--- src/rtl/line_code_pkg.sv ---
package line_code_pkg;

	//////////////////////////////////////////////////////////////////////
	// Symbols on either side of the line coder

	// Byte plus K flag going into the encoder
	typedef struct packed {
		logic is_ctl;
		// 7:5 is the 3b part, 4:0 the 5b part
		logic [7:0] data;
	} tx_symbol_t;

	// Decoded byte with error status
	typedef struct packed {
		logic is_ctl;
		logic [7:0] data;
		// Not a legal code group
		logic code_err;
		// Legal group, wrong running disparity
		logic disp_err;
	} rx_symbol_t;

	//////////////////////////////////////////////////////////////////////
	// Line codeword

	// abcdei sub-block sits above fghj
	typedef struct packed {
		logic [5:0] six_b;
		logic [3:0] four_b;
	} sub_block_t;

	// Same ten bits seen flat or as sub-blocks
	typedef union packed {
		logic [9:0] bits;
		sub_block_t sb;
	} codeword_t;

	//////////////////////////////////////////////////////////////////////
	// Control codes

	// Comma byte
	localparam logic [7:0] K28_5 = 8'hBC;

	// K28.5 sent from negative running disparity
	localparam logic [9:0] K28_5_RD_NEG = 10'b001111_1010;

endpackage

--- src/rtl/decode_8b10b.sv ---
`timescale 1ns/100ps

module decode_8b10b import line_code_pkg::*; (
	input logic clk,
	input logic arst_n,
	input codeword_t rx_code,
	output rx_symbol_t rx_sym,
	output logic rx_disp_neg
);

	// 6b/5b results
	logic [4:0] five_b;
	logic six_valid;
	logic six_k28;
	// 6b codes allowed ahead of K.x.7
	logic six_k7_ok;
	// 6b codes allowed ahead of D.x.A7
	logic six_a7_ok;

	// 4b/3b results
	logic [3:0] four_lookup;
	logic [2:0] three_b;
	logic four_valid;
	logic four_alt7;

	// Disparity check
	logic [2:0] six_ones;
	logic [2:0] four_ones;
	logic six_derr;
	logic four_derr;
	logic mid_neg;
	logic end_neg;
	rx_symbol_t sym_nxt;

	// Returns {error, disparity after sub-block}
	function automatic logic [1:0] check_disp(
		input logic [2:0] ones,
		input logic [2:0] half,
		input logic alt_neg,
		input logic alt_pos,
		input logic rd_neg
	);
		logic err;
		logic rd_after;
		err = 1'b0;
		rd_after = rd_neg;
		if (ones > half) begin
			// Positive group needs negative disparity first
			err = ~rd_neg;
			rd_after = 1'b0;
		end else if (ones < half) begin
			err = rd_neg;
			rd_after = 1'b1;
		end else if (alt_neg) begin
			// Alternating neutral pair, disparity holds
			err = ~rd_neg;
			rd_after = 1'b1;
		end else if (alt_pos) begin
			err = rd_neg;
			rd_after = 1'b0;
		end
		return {err, rd_after};
	endfunction

	//////////////////////////////////////////////////////////////////////
	// 6b/5b table

	always_comb begin
		six_valid = 1'b1;
		case (rx_code.sb.six_b)
			6'b100111, 6'b011000: five_b = 5'd0;
			6'b011101, 6'b100010: five_b = 5'd1;
			6'b101101, 6'b010010: five_b = 5'd2;
			6'b110001: five_b = 5'd3;
			6'b110101, 6'b001010: five_b = 5'd4;
			6'b101001: five_b = 5'd5;
			6'b011001: five_b = 5'd6;
			6'b111000, 6'b000111: five_b = 5'd7;
			6'b111001, 6'b000110: five_b = 5'd8;
			6'b100101: five_b = 5'd9;
			6'b010101: five_b = 5'd10;
			6'b110100: five_b = 5'd11;
			6'b001101: five_b = 5'd12;
			6'b101100: five_b = 5'd13;
			6'b011100: five_b = 5'd14;
			6'b010111, 6'b101000: five_b = 5'd15;
			6'b011011, 6'b100100: five_b = 5'd16;
			6'b100011: five_b = 5'd17;
			6'b010011: five_b = 5'd18;
			6'b110010: five_b = 5'd19;
			6'b001011: five_b = 5'd20;
			6'b101010: five_b = 5'd21;
			6'b011010: five_b = 5'd22;
			6'b111010, 6'b000101: five_b = 5'd23;
			6'b110011, 6'b001100: five_b = 5'd24;
			6'b100110: five_b = 5'd25;
			6'b010110: five_b = 5'd26;
			6'b110110, 6'b001001: five_b = 5'd27;
			// D28 plus both K28 groups
			6'b001110, 6'b001111, 6'b110000: five_b = 5'd28;
			6'b101110, 6'b010001: five_b = 5'd29;
			6'b011110, 6'b100001: five_b = 5'd30;
			6'b101011, 6'b010100: five_b = 5'd31;
			default: begin
				five_b = 5'd0;
				six_valid = 1'b0;
			end
		endcase
	end

	assign six_k28 = (rx_code.sb.six_b == 6'b001111) || (rx_code.sb.six_b == 6'b110000);
	assign six_k7_ok = six_valid && (five_b inside {5'd23, 5'd27, 5'd29, 5'd30});
	assign six_a7_ok = six_valid && (five_b inside {5'd11, 5'd13, 5'd14, 5'd17, 5'd18, 5'd20});

	//////////////////////////////////////////////////////////////////////
	// 4b/3b table

	// Negative K28 swaps balanced 4b codes, undo it before lookup
	assign four_lookup = (rx_code.sb.six_b == 6'b110000) ? ~rx_code.sb.four_b
		: rx_code.sb.four_b;

	always_comb begin
		four_valid = 1'b1;
		four_alt7 = 1'b0;
		case (four_lookup)
			4'b1011, 4'b0100: three_b = 3'd0;
			4'b1001: three_b = 3'd1;
			4'b0101: three_b = 3'd2;
			4'b1100, 4'b0011: three_b = 3'd3;
			4'b1101, 4'b0010: three_b = 3'd4;
			4'b1010: three_b = 3'd5;
			4'b0110: three_b = 3'd6;
			4'b1110, 4'b0001: three_b = 3'd7;
			4'b0111, 4'b1000: begin
				// A7 or K.x.7, told apart by the 6b part
				three_b = 3'd7;
				four_alt7 = 1'b1;
			end
			default: begin
				three_b = 3'd0;
				four_valid = 1'b0;
			end
		endcase
	end

	//////////////////////////////////////////////////////////////////////
	// Disparity and error checks

	assign six_ones = 3'($countones(rx_code.sb.six_b));
	assign four_ones = 3'($countones(rx_code.sb.four_b));

	always_comb begin
		{six_derr, mid_neg} = check_disp(six_ones, 3'd3, rx_code.sb.six_b == 6'b111000,
			rx_code.sb.six_b == 6'b000111, rx_disp_neg);
		// 4b judged against disparity left by 6b
		{four_derr, end_neg} = check_disp(four_ones, 3'd2, rx_code.sb.four_b == 4'b1100,
			rx_code.sb.four_b == 4'b0011, mid_neg);
	end

	always_comb begin
		sym_nxt.is_ctl = six_k28 || (six_k7_ok && four_alt7);
		sym_nxt.data = {three_b, five_b};
		// Alternate 7 behind any other 6b group is illegal
		sym_nxt.code_err = !six_valid || !four_valid
			|| (four_alt7 && !(six_a7_ok || six_k7_ok || six_k28));
		sym_nxt.disp_err = (six_derr && six_valid) || (four_derr && four_valid);
	end

	always_ff @(posedge clk or negedge arst_n) begin
		if (!arst_n) begin
			rx_sym <= '0;
			rx_disp_neg <= 1'b1;
		end else begin
			rx_sym <= sym_nxt;
			// Follows the word even after an error
			rx_disp_neg <= end_neg;
		end
	end

endmodule

--- src/rtl/encode_8b10b.sv ---
`timescale 1ns/100ps

module encode_8b10b import line_code_pkg::*; (
	input logic clk,
	input logic arst_n,
	input tx_symbol_t tx_sym,
	input logic force_disp_neg,
	output codeword_t tx_code,
	output logic tx_disp_neg
);

	// Byte split into its two coding parts
	logic [4:0] five_b;
	logic [2:0] three_b;

	// 6b candidates for each running disparity
	logic [5:0] six_if_neg;
	logic [5:0] six_if_pos;
	// 6b code is unbalanced
	logic six_flip;

	// 4b candidates, indexed by disparity at the 4b position
	logic [3:0] four_if_neg;
	logic [3:0] four_if_pos;
	logic four_flip;

	// Disparity used for this symbol
	logic start_neg;
	logic disp_flip;
	codeword_t code_nxt;

	assign five_b = tx_sym.data[4:0];
	assign three_b = tx_sym.data[7:5];

	//////////////////////////////////////////////////////////////////////
	// 5b/6b table

	always_comb begin
		// Unknown K slots give an all zero group
		{six_if_neg, six_if_pos, six_flip} = {6'b000000, 6'b000000, 1'b1};
		if (tx_sym.is_ctl) begin
			// Only these five 5b values carry a K code
			case (five_b)
				5'd23: {six_if_neg, six_if_pos, six_flip} = {6'b111010, 6'b000101, 1'b1};
				5'd27: {six_if_neg, six_if_pos, six_flip} = {6'b110110, 6'b001001, 1'b1};
				5'd28: {six_if_neg, six_if_pos, six_flip} = {6'b001111, 6'b110000, 1'b1};
				5'd29: {six_if_neg, six_if_pos, six_flip} = {6'b101110, 6'b010001, 1'b1};
				5'd30: {six_if_neg, six_if_pos, six_flip} = {6'b011110, 6'b100001, 1'b1};
				default: ;
			endcase
		end else begin
			case (five_b)
				5'd0: {six_if_neg, six_if_pos, six_flip} = {6'b100111, 6'b011000, 1'b1};
				5'd1: {six_if_neg, six_if_pos, six_flip} = {6'b011101, 6'b100010, 1'b1};
				5'd2: {six_if_neg, six_if_pos, six_flip} = {6'b101101, 6'b010010, 1'b1};
				5'd3: {six_if_neg, six_if_pos, six_flip} = {6'b110001, 6'b110001, 1'b0};
				5'd4: {six_if_neg, six_if_pos, six_flip} = {6'b110101, 6'b001010, 1'b1};
				5'd5: {six_if_neg, six_if_pos, six_flip} = {6'b101001, 6'b101001, 1'b0};
				5'd6: {six_if_neg, six_if_pos, six_flip} = {6'b011001, 6'b011001, 1'b0};
				// Balanced but still alternates
				5'd7: {six_if_neg, six_if_pos, six_flip} = {6'b111000, 6'b000111, 1'b0};
				5'd8: {six_if_neg, six_if_pos, six_flip} = {6'b111001, 6'b000110, 1'b1};
				5'd9: {six_if_neg, six_if_pos, six_flip} = {6'b100101, 6'b100101, 1'b0};
				5'd10: {six_if_neg, six_if_pos, six_flip} = {6'b010101, 6'b010101, 1'b0};
				5'd11: {six_if_neg, six_if_pos, six_flip} = {6'b110100, 6'b110100, 1'b0};
				5'd12: {six_if_neg, six_if_pos, six_flip} = {6'b001101, 6'b001101, 1'b0};
				5'd13: {six_if_neg, six_if_pos, six_flip} = {6'b101100, 6'b101100, 1'b0};
				5'd14: {six_if_neg, six_if_pos, six_flip} = {6'b011100, 6'b011100, 1'b0};
				5'd15: {six_if_neg, six_if_pos, six_flip} = {6'b010111, 6'b101000, 1'b1};
				5'd16: {six_if_neg, six_if_pos, six_flip} = {6'b011011, 6'b100100, 1'b1};
				5'd17: {six_if_neg, six_if_pos, six_flip} = {6'b100011, 6'b100011, 1'b0};
				5'd18: {six_if_neg, six_if_pos, six_flip} = {6'b010011, 6'b010011, 1'b0};
				5'd19: {six_if_neg, six_if_pos, six_flip} = {6'b110010, 6'b110010, 1'b0};
				5'd20: {six_if_neg, six_if_pos, six_flip} = {6'b001011, 6'b001011, 1'b0};
				5'd21: {six_if_neg, six_if_pos, six_flip} = {6'b101010, 6'b101010, 1'b0};
				5'd22: {six_if_neg, six_if_pos, six_flip} = {6'b011010, 6'b011010, 1'b0};
				5'd23: {six_if_neg, six_if_pos, six_flip} = {6'b111010, 6'b000101, 1'b1};
				5'd24: {six_if_neg, six_if_pos, six_flip} = {6'b110011, 6'b001100, 1'b1};
				5'd25: {six_if_neg, six_if_pos, six_flip} = {6'b100110, 6'b100110, 1'b0};
				5'd26: {six_if_neg, six_if_pos, six_flip} = {6'b010110, 6'b010110, 1'b0};
				5'd27: {six_if_neg, six_if_pos, six_flip} = {6'b110110, 6'b001001, 1'b1};
				// D28 differs from K28 here
				5'd28: {six_if_neg, six_if_pos, six_flip} = {6'b001110, 6'b001110, 1'b0};
				5'd29: {six_if_neg, six_if_pos, six_flip} = {6'b101110, 6'b010001, 1'b1};
				5'd30: {six_if_neg, six_if_pos, six_flip} = {6'b011110, 6'b100001, 1'b1};
				default: {six_if_neg, six_if_pos, six_flip} = {6'b101011, 6'b010100, 1'b1};
			endcase
		end
	end

	//////////////////////////////////////////////////////////////////////
	// 3b/4b table

	always_comb begin
		if (tx_sym.is_ctl) begin
			// K28 balanced codes are swapped against the data ones
			case (three_b)
				3'd0: {four_if_neg, four_if_pos, four_flip} = {4'b1011, 4'b0100, 1'b1};
				3'd1: {four_if_neg, four_if_pos, four_flip} = {4'b0110, 4'b1001, 1'b0};
				3'd2: {four_if_neg, four_if_pos, four_flip} = {4'b1010, 4'b0101, 1'b0};
				3'd3: {four_if_neg, four_if_pos, four_flip} = {4'b1100, 4'b0011, 1'b0};
				3'd4: {four_if_neg, four_if_pos, four_flip} = {4'b1101, 4'b0010, 1'b1};
				3'd5: {four_if_neg, four_if_pos, four_flip} = {4'b0101, 4'b1010, 1'b0};
				3'd6: {four_if_neg, four_if_pos, four_flip} = {4'b1001, 4'b0110, 1'b0};
				default: {four_if_neg, four_if_pos, four_flip} = {4'b0111, 4'b1000, 1'b1};
			endcase
		end else begin
			case (three_b)
				3'd0: {four_if_neg, four_if_pos, four_flip} = {4'b1011, 4'b0100, 1'b1};
				3'd1: {four_if_neg, four_if_pos, four_flip} = {4'b1001, 4'b1001, 1'b0};
				3'd2: {four_if_neg, four_if_pos, four_flip} = {4'b0101, 4'b0101, 1'b0};
				3'd3: {four_if_neg, four_if_pos, four_flip} = {4'b1100, 4'b0011, 1'b0};
				3'd4: {four_if_neg, four_if_pos, four_flip} = {4'b1101, 4'b0010, 1'b1};
				3'd5: {four_if_neg, four_if_pos, four_flip} = {4'b1010, 4'b1010, 1'b0};
				3'd6: {four_if_neg, four_if_pos, four_flip} = {4'b0110, 4'b0110, 1'b0};
				default: begin
					// Primary D.x.P7
					{four_if_neg, four_if_pos, four_flip} = {4'b1110, 4'b0001, 1'b1};
					// A7 after these avoids a run of five that mimics a comma
					if (five_b inside {5'd17, 5'd18, 5'd20})
						four_if_neg = 4'b0111;
					if (five_b inside {5'd11, 5'd13, 5'd14})
						four_if_pos = 4'b1000;
				end
			endcase
		end
	end

	//////////////////////////////////////////////////////////////////////
	// Sub-block select and disparity register

	// Force overrides the stored disparity for this symbol only
	assign start_neg = tx_disp_neg | force_disp_neg;
	assign disp_flip = six_flip ^ four_flip;

	always_comb begin
		if (start_neg) begin
			code_nxt.sb.six_b = six_if_neg;
			// Unbalanced 6b moves the 4b position to positive
			code_nxt.sb.four_b = six_flip ? four_if_pos : four_if_neg;
		end else begin
			code_nxt.sb.six_b = six_if_pos;
			code_nxt.sb.four_b = six_flip ? four_if_neg : four_if_pos;
		end
	end

	always_ff @(posedge clk or negedge arst_n) begin
		if (!arst_n) begin
			tx_code.bits <= '0;
			tx_disp_neg <= 1'b1;
		end else begin
			tx_code <= code_nxt;
			// Disparity after this word
			tx_disp_neg <= start_neg ^ disp_flip;
		end
	end

endmodule

--- src/rtl/line_coder.sv ---
`timescale 1ns/100ps

module line_coder import line_code_pkg::*; (
	input logic clk,
	input logic arst_n,
	// Transmit side
	input tx_symbol_t tx_sym,
	input logic force_disp_neg,
	output codeword_t tx_code,
	output logic tx_disp_neg,
	// Receive side
	input codeword_t rx_code,
	output rx_symbol_t rx_sym,
	output logic rx_disp_neg
);

	//////////////////////////////////////////////////////////////////////
	// Transmit half

	// One symbol coded per clock
	encode_8b10b enc0 (
		.clk(clk),
		.arst_n(arst_n),
		.tx_sym(tx_sym),
		.force_disp_neg(force_disp_neg),
		.tx_code(tx_code),
		.tx_disp_neg(tx_disp_neg)
	);

	//////////////////////////////////////////////////////////////////////
	// Receive half

	// Fed from outside so the link can be looped or corrupted
	decode_8b10b dec0 (
		.clk(clk),
		.arst_n(arst_n),
		.rx_code(rx_code),
		.rx_sym(rx_sym),
		.rx_disp_neg(rx_disp_neg)
	);

endmodule

--- config.mk ---
export PLATFORM = sky130hd
export DESIGN_NAME = line_coder
export DESIGN_NICKNAME = d
export VERILOG_FILES = /design/src/rtl/line_code_pkg.sv /design/src/rtl/decode_8b10b.sv /design/src/rtl/encode_8b10b.sv /design/src/rtl/line_coder.sv
export SDC_FILE = /design/constraint.sdc
export NUM_CORES = 1
export LEC_CHECK = 0
export BUFFER_PORTS_ARGS = -buffer_cell sky130_fd_sc_hd__buf_2
export CAP_MARGIN = 20
export CORE_MARGIN = 5
export CORE_UTILIZATION = 43
export DETAILED_ROUTE_END_ITERATION = 7
export PLACE_DENSITY_LB_ADDON = 0.3
export SLEW_MARGIN = 0
export SYNTH_ARGS = -nofsm -noshare
export SYNTH_HDL_FRONTEND = slang
export SYNTH_HIERARCHICAL = 1
export SYNTH_SLANG_ARGS = --single-unit
--- constraint.sdc ---
create_clock -name clk -period 2.1 [get_ports clk]
set_input_delay 0.105 -clock clk [delete_from_list [all_inputs] [get_ports clk]]
set_output_delay 0.105 -clock clk [all_outputs]
set_load 0.005 [all_outputs]
==> results_dict.tcl <==
set metrics [dict create \
    tightest_slew_ns 0.898 \
    max_stage_delay_ns 0.55 \
    antenna_found_initial 0 \
    ioPinCount 45 \
    vdd_drop_max_uv 302 \
    synthArstFlopShare 1.00 \
    synth_enable_flop_cells 0 \
    antenna_cells 0 \
    yosysWarnings 6 \
    initialDrtViolationCount 156 \
    worstPathCellList "buf_8, inv_4, fa_1, fa_2, inv_2, fa_1, nor2b_4, o21ai_1, a21oi_1, nor2_2, o31a_1, o22ai_1" \
    p_int_mw 1.08 \
    clockBufferDepth 2 \
    p_per_area_mw_per_mm2 464 \
    cts_root_buffer "clkbuf_8" \
    clk_latency_ns 0.26 \
    p_leak_nw 1.65 \
    wl_per_cell_um 14.7 \
    rows 30 \
    grtUsageTotal 0.202 \
    gr-total-overflow 0 \
    ys_seq_elements 23 \
    clock_sinks 23 \
    grt_start_max_net_pins 26 \
    hold_slack_ns 0.133 \
    fin_nets 523 \
    fmax_mhz 488 \
    rsz0062_at_grt "true" \
    ant_nets 0 \
    wl_met2_um 4090 \
    die_area_mm2 0.00884 \
    synth_cell_types 70 \
    p_comb_frac 0.512 \
    clock_power_share 0.164 \
    h-tree-depth 1 \
    required_ns 2.29 \
    met1Wirelength_um 3780 \
    numCtsBuffers 3 \
    vias 3295 \
    chipWidth_um 94.0 \
    area_growth_pct 23.2 \
    final_cell_mix "buf_4, nand2_1, buf_2" \
    start_util 0.444 \
    end_kind "flip-flop" \
    period_needed_ns 2.05 \
    finClkSkew_ns 0.00255 \
    syn-mean-instance-area_um2 7.49 \
    cp-start-kind "input pin" \
    core_area_mm2 0.00683 \
    drt-vias-per-instance 5.72 \
    run_status "finished, final reports clean" \
    dieHeight_um 94.0 \
    relSlewSlack 0.399 \
    synth_cells 405 \
    wirelength_um 8440 \
    cp_max_fo 4 \
    crit_path_frequent_cell "fa_1" \
    dr.pass1.iters 4 \
    route.detailed.drc 0 \
    setup_violations 0 \
    n_fill_cell 682 \
    syn_area_mm2 0.00304 \
    grt_pass1_wl_um 14900 \
    cts_tree "yes" \
    cp_slowest_cell "fa_1" \
    setup_ws_ns 0.0493 \
    ys.flop_type "dfrtp_1" \
    slew_violations 0 \
    yosysSeqAreaShare 0.190 \
    multiInputGateArea_mm2 0.00220 \
    seq_power_share 0.324 \
    place.gp.congestion 0.921 \
    layout-drive-gt1-share 0.294 \
    drv_cap 0 \
    dp_slack_ns -0.344 \
    mostFrequentLayoutCell "buf_4" \
    portBuffers 44 \
    p_sw_mw 0.656 \
    synth_nets 447 \
    crit_type "input pin to flip-flop" \
    dp_hpwl_um 6530 \
    grt_pass1_vias 3179 \
    setup_tns_ns 0 \
    regArea_um2 578 \
    dr_wl_met3_um 480 \
    hold_class "input pin to flip-flop" \
    power_switching_share 0.378 \
    clk_pin_slew_ns 0.09 \
    post-route-period-util 0.977 \
    hold_viol 0 \
    arrival_ns 2.24 \
    top_layer_used "met4" \
]
## through the flow
stage | std cells | power (mW) | utilization | instance area (µm²)
floorplan | 405 | 1.11 | - | 3060
global placement | 571 | 1.43 | 0.535 | 3650
detailed placement | 571 | 1.44 | 0.535 | 3650
CTS | 576 | 1.75 | 0.544 | 3720
global route | 576 | 1.88 | 0.547 | 3740
finish | 576 | 1.74 | 0.547 | 3740
## worst max-delay path, delay by kind of cell
family / cells / cell delay (ns)
adders and majority gates: 3 / 1.23
AOI/OAI and AO/OA: 4 / 0.56
and+or+nand+nor: 2 / 0.22
buffers and inverters: 3 / 0.14
## Yosys cell counts (3+ instances only)
cell type / instances / area [µm²]
xnor2_1: 4 / 35.0
fa_1: 4 / 80.1
a21oi_1: 39 / 195
buf_2: 14 / 70.1
nand4_1: 6 / 37.5
a31oi_1: 3 / 18.8
a22oi_1: 4 / 30.0
o211ai_1: 7 / 52.6
nor2b_1: 11 / 68.8
nor3_1: 8 / 40.0
o22ai_1: 15 / 93.8
ha_1: 16 / 200
o221ai_1: 4 / 35.0
o21a_1: 4 / 30.0
nor2_1: 34 / 128
mux2i_1: 6 / 60.1
clkbuf_1: 13 / 48.8
o31ai_1: 5 / 37.5
o21ai_0: 29 / 145
dfrtp_1: 21 / 526
nand2_1: 44 / 165
nand4b_1: 5 / 43.8
nand2b_1: 7 / 43.8
or2_2: 3 / 18.8
o21ai_1: 3 / 15.0
a221oi_1: 5 / 43.8
inv_1: 22 / 82.6
a211oi_1: 4 / 30.0
nand3_1: 6 / 30.0
buf_6: 5 / 56.3
## layout make-up
| type | count | area share |
|---|---|---|
| inverters | 22 | 0.0228 |
| flip-flops and latches | 23 | 0.155 |
| clock buffers | 3 | 0.0110 |
| repair buffers | 106 | 0.190 |
| well taps | 96 | 0.0321 |
| clock inverters | 1 | 0.00134 |
| multi-input cells | 325 | 0.588 |
## cells by family (layout without fill, tap and decap cells)
kind of cell    Yosys count  count (layout)  synth area share
simple gates            147             147             0.265
compound gates          141             141             0.298
buf+inv                  57             132            0.0911
flops                    23              23             0.190
fa+ha+maj                20              20            0.0923
mux                      10              10            0.0396
xor+xnor                  7               7            0.0227
## flip-flops by register name (all words and copies together), names as in the netlist
name and flops:
enc0/tx_disp_neg 1, dec0/rx_disp_neg 1, enc0/tx_code 10, dec0/rx_sym 11
## routing by layer
layer | vias up | GRT usage
li1 | 1620 | -
met1 | 1566 | 0.271
met2 | 99 | 0.345
met3 | 10 | 0.0264
met4 | 0 | 0.0397
met5 | - | 0
## path summary, 6_finish.rpt
check	slack (ns)	start	depth (start not counted)	endpoint
worst min register to register	0.63	dec0/rx_disp_neg$_DFF_PN1_	2	dec0/rx_sym[0]$_DFF_PN0_
worst min-delay path	0.13	rx_code[0]	2	dec0/rx_sym[9]$_DFF_PN0_
min in group asynchronous	0.36	arst_n	2	dec0/rx_sym[9]$_DFF_PN0_
max in group asynchronous	1.37	arst_n	2	enc0/tx_disp_neg$_DFF_PN1_
worst max register to register	0.32	enc0/tx_disp_neg$_DFF_PN1_	4	enc0/tx_code[1]$_DFF_PN0_
worst max-delay path	0.05	rx_code[7]	12	dec0/rx_sym[0]$_DFF_PN0_
## repair_timing
item | in CTS | in global routing
hold endpoints to repair | 21 | 0
gates cloned | 0 | 0
hold buffers | 1 | 0
gates resized for setup | 3 | 5
endpoints found under the setup margin | 2 | 4
buffers inserted | 0 | 0
pin swaps | 4 | 4
## power groups by stage
stage | clock [mW] | sequential (mW) | combinational, mW
global route | 0.320 | 0.572 | 0.989
global placement | 0 | 0.568 | 0.864
detailed placement | 0 | 0.568 | 0.875
floorplan | 0 | 0.580 | 0.527
CTS | 0.301 | 0.562 | 0.886
finish | 0.285 | 0.562 | 0.889
No activity file was read; power rests on OpenSTA's default activity.
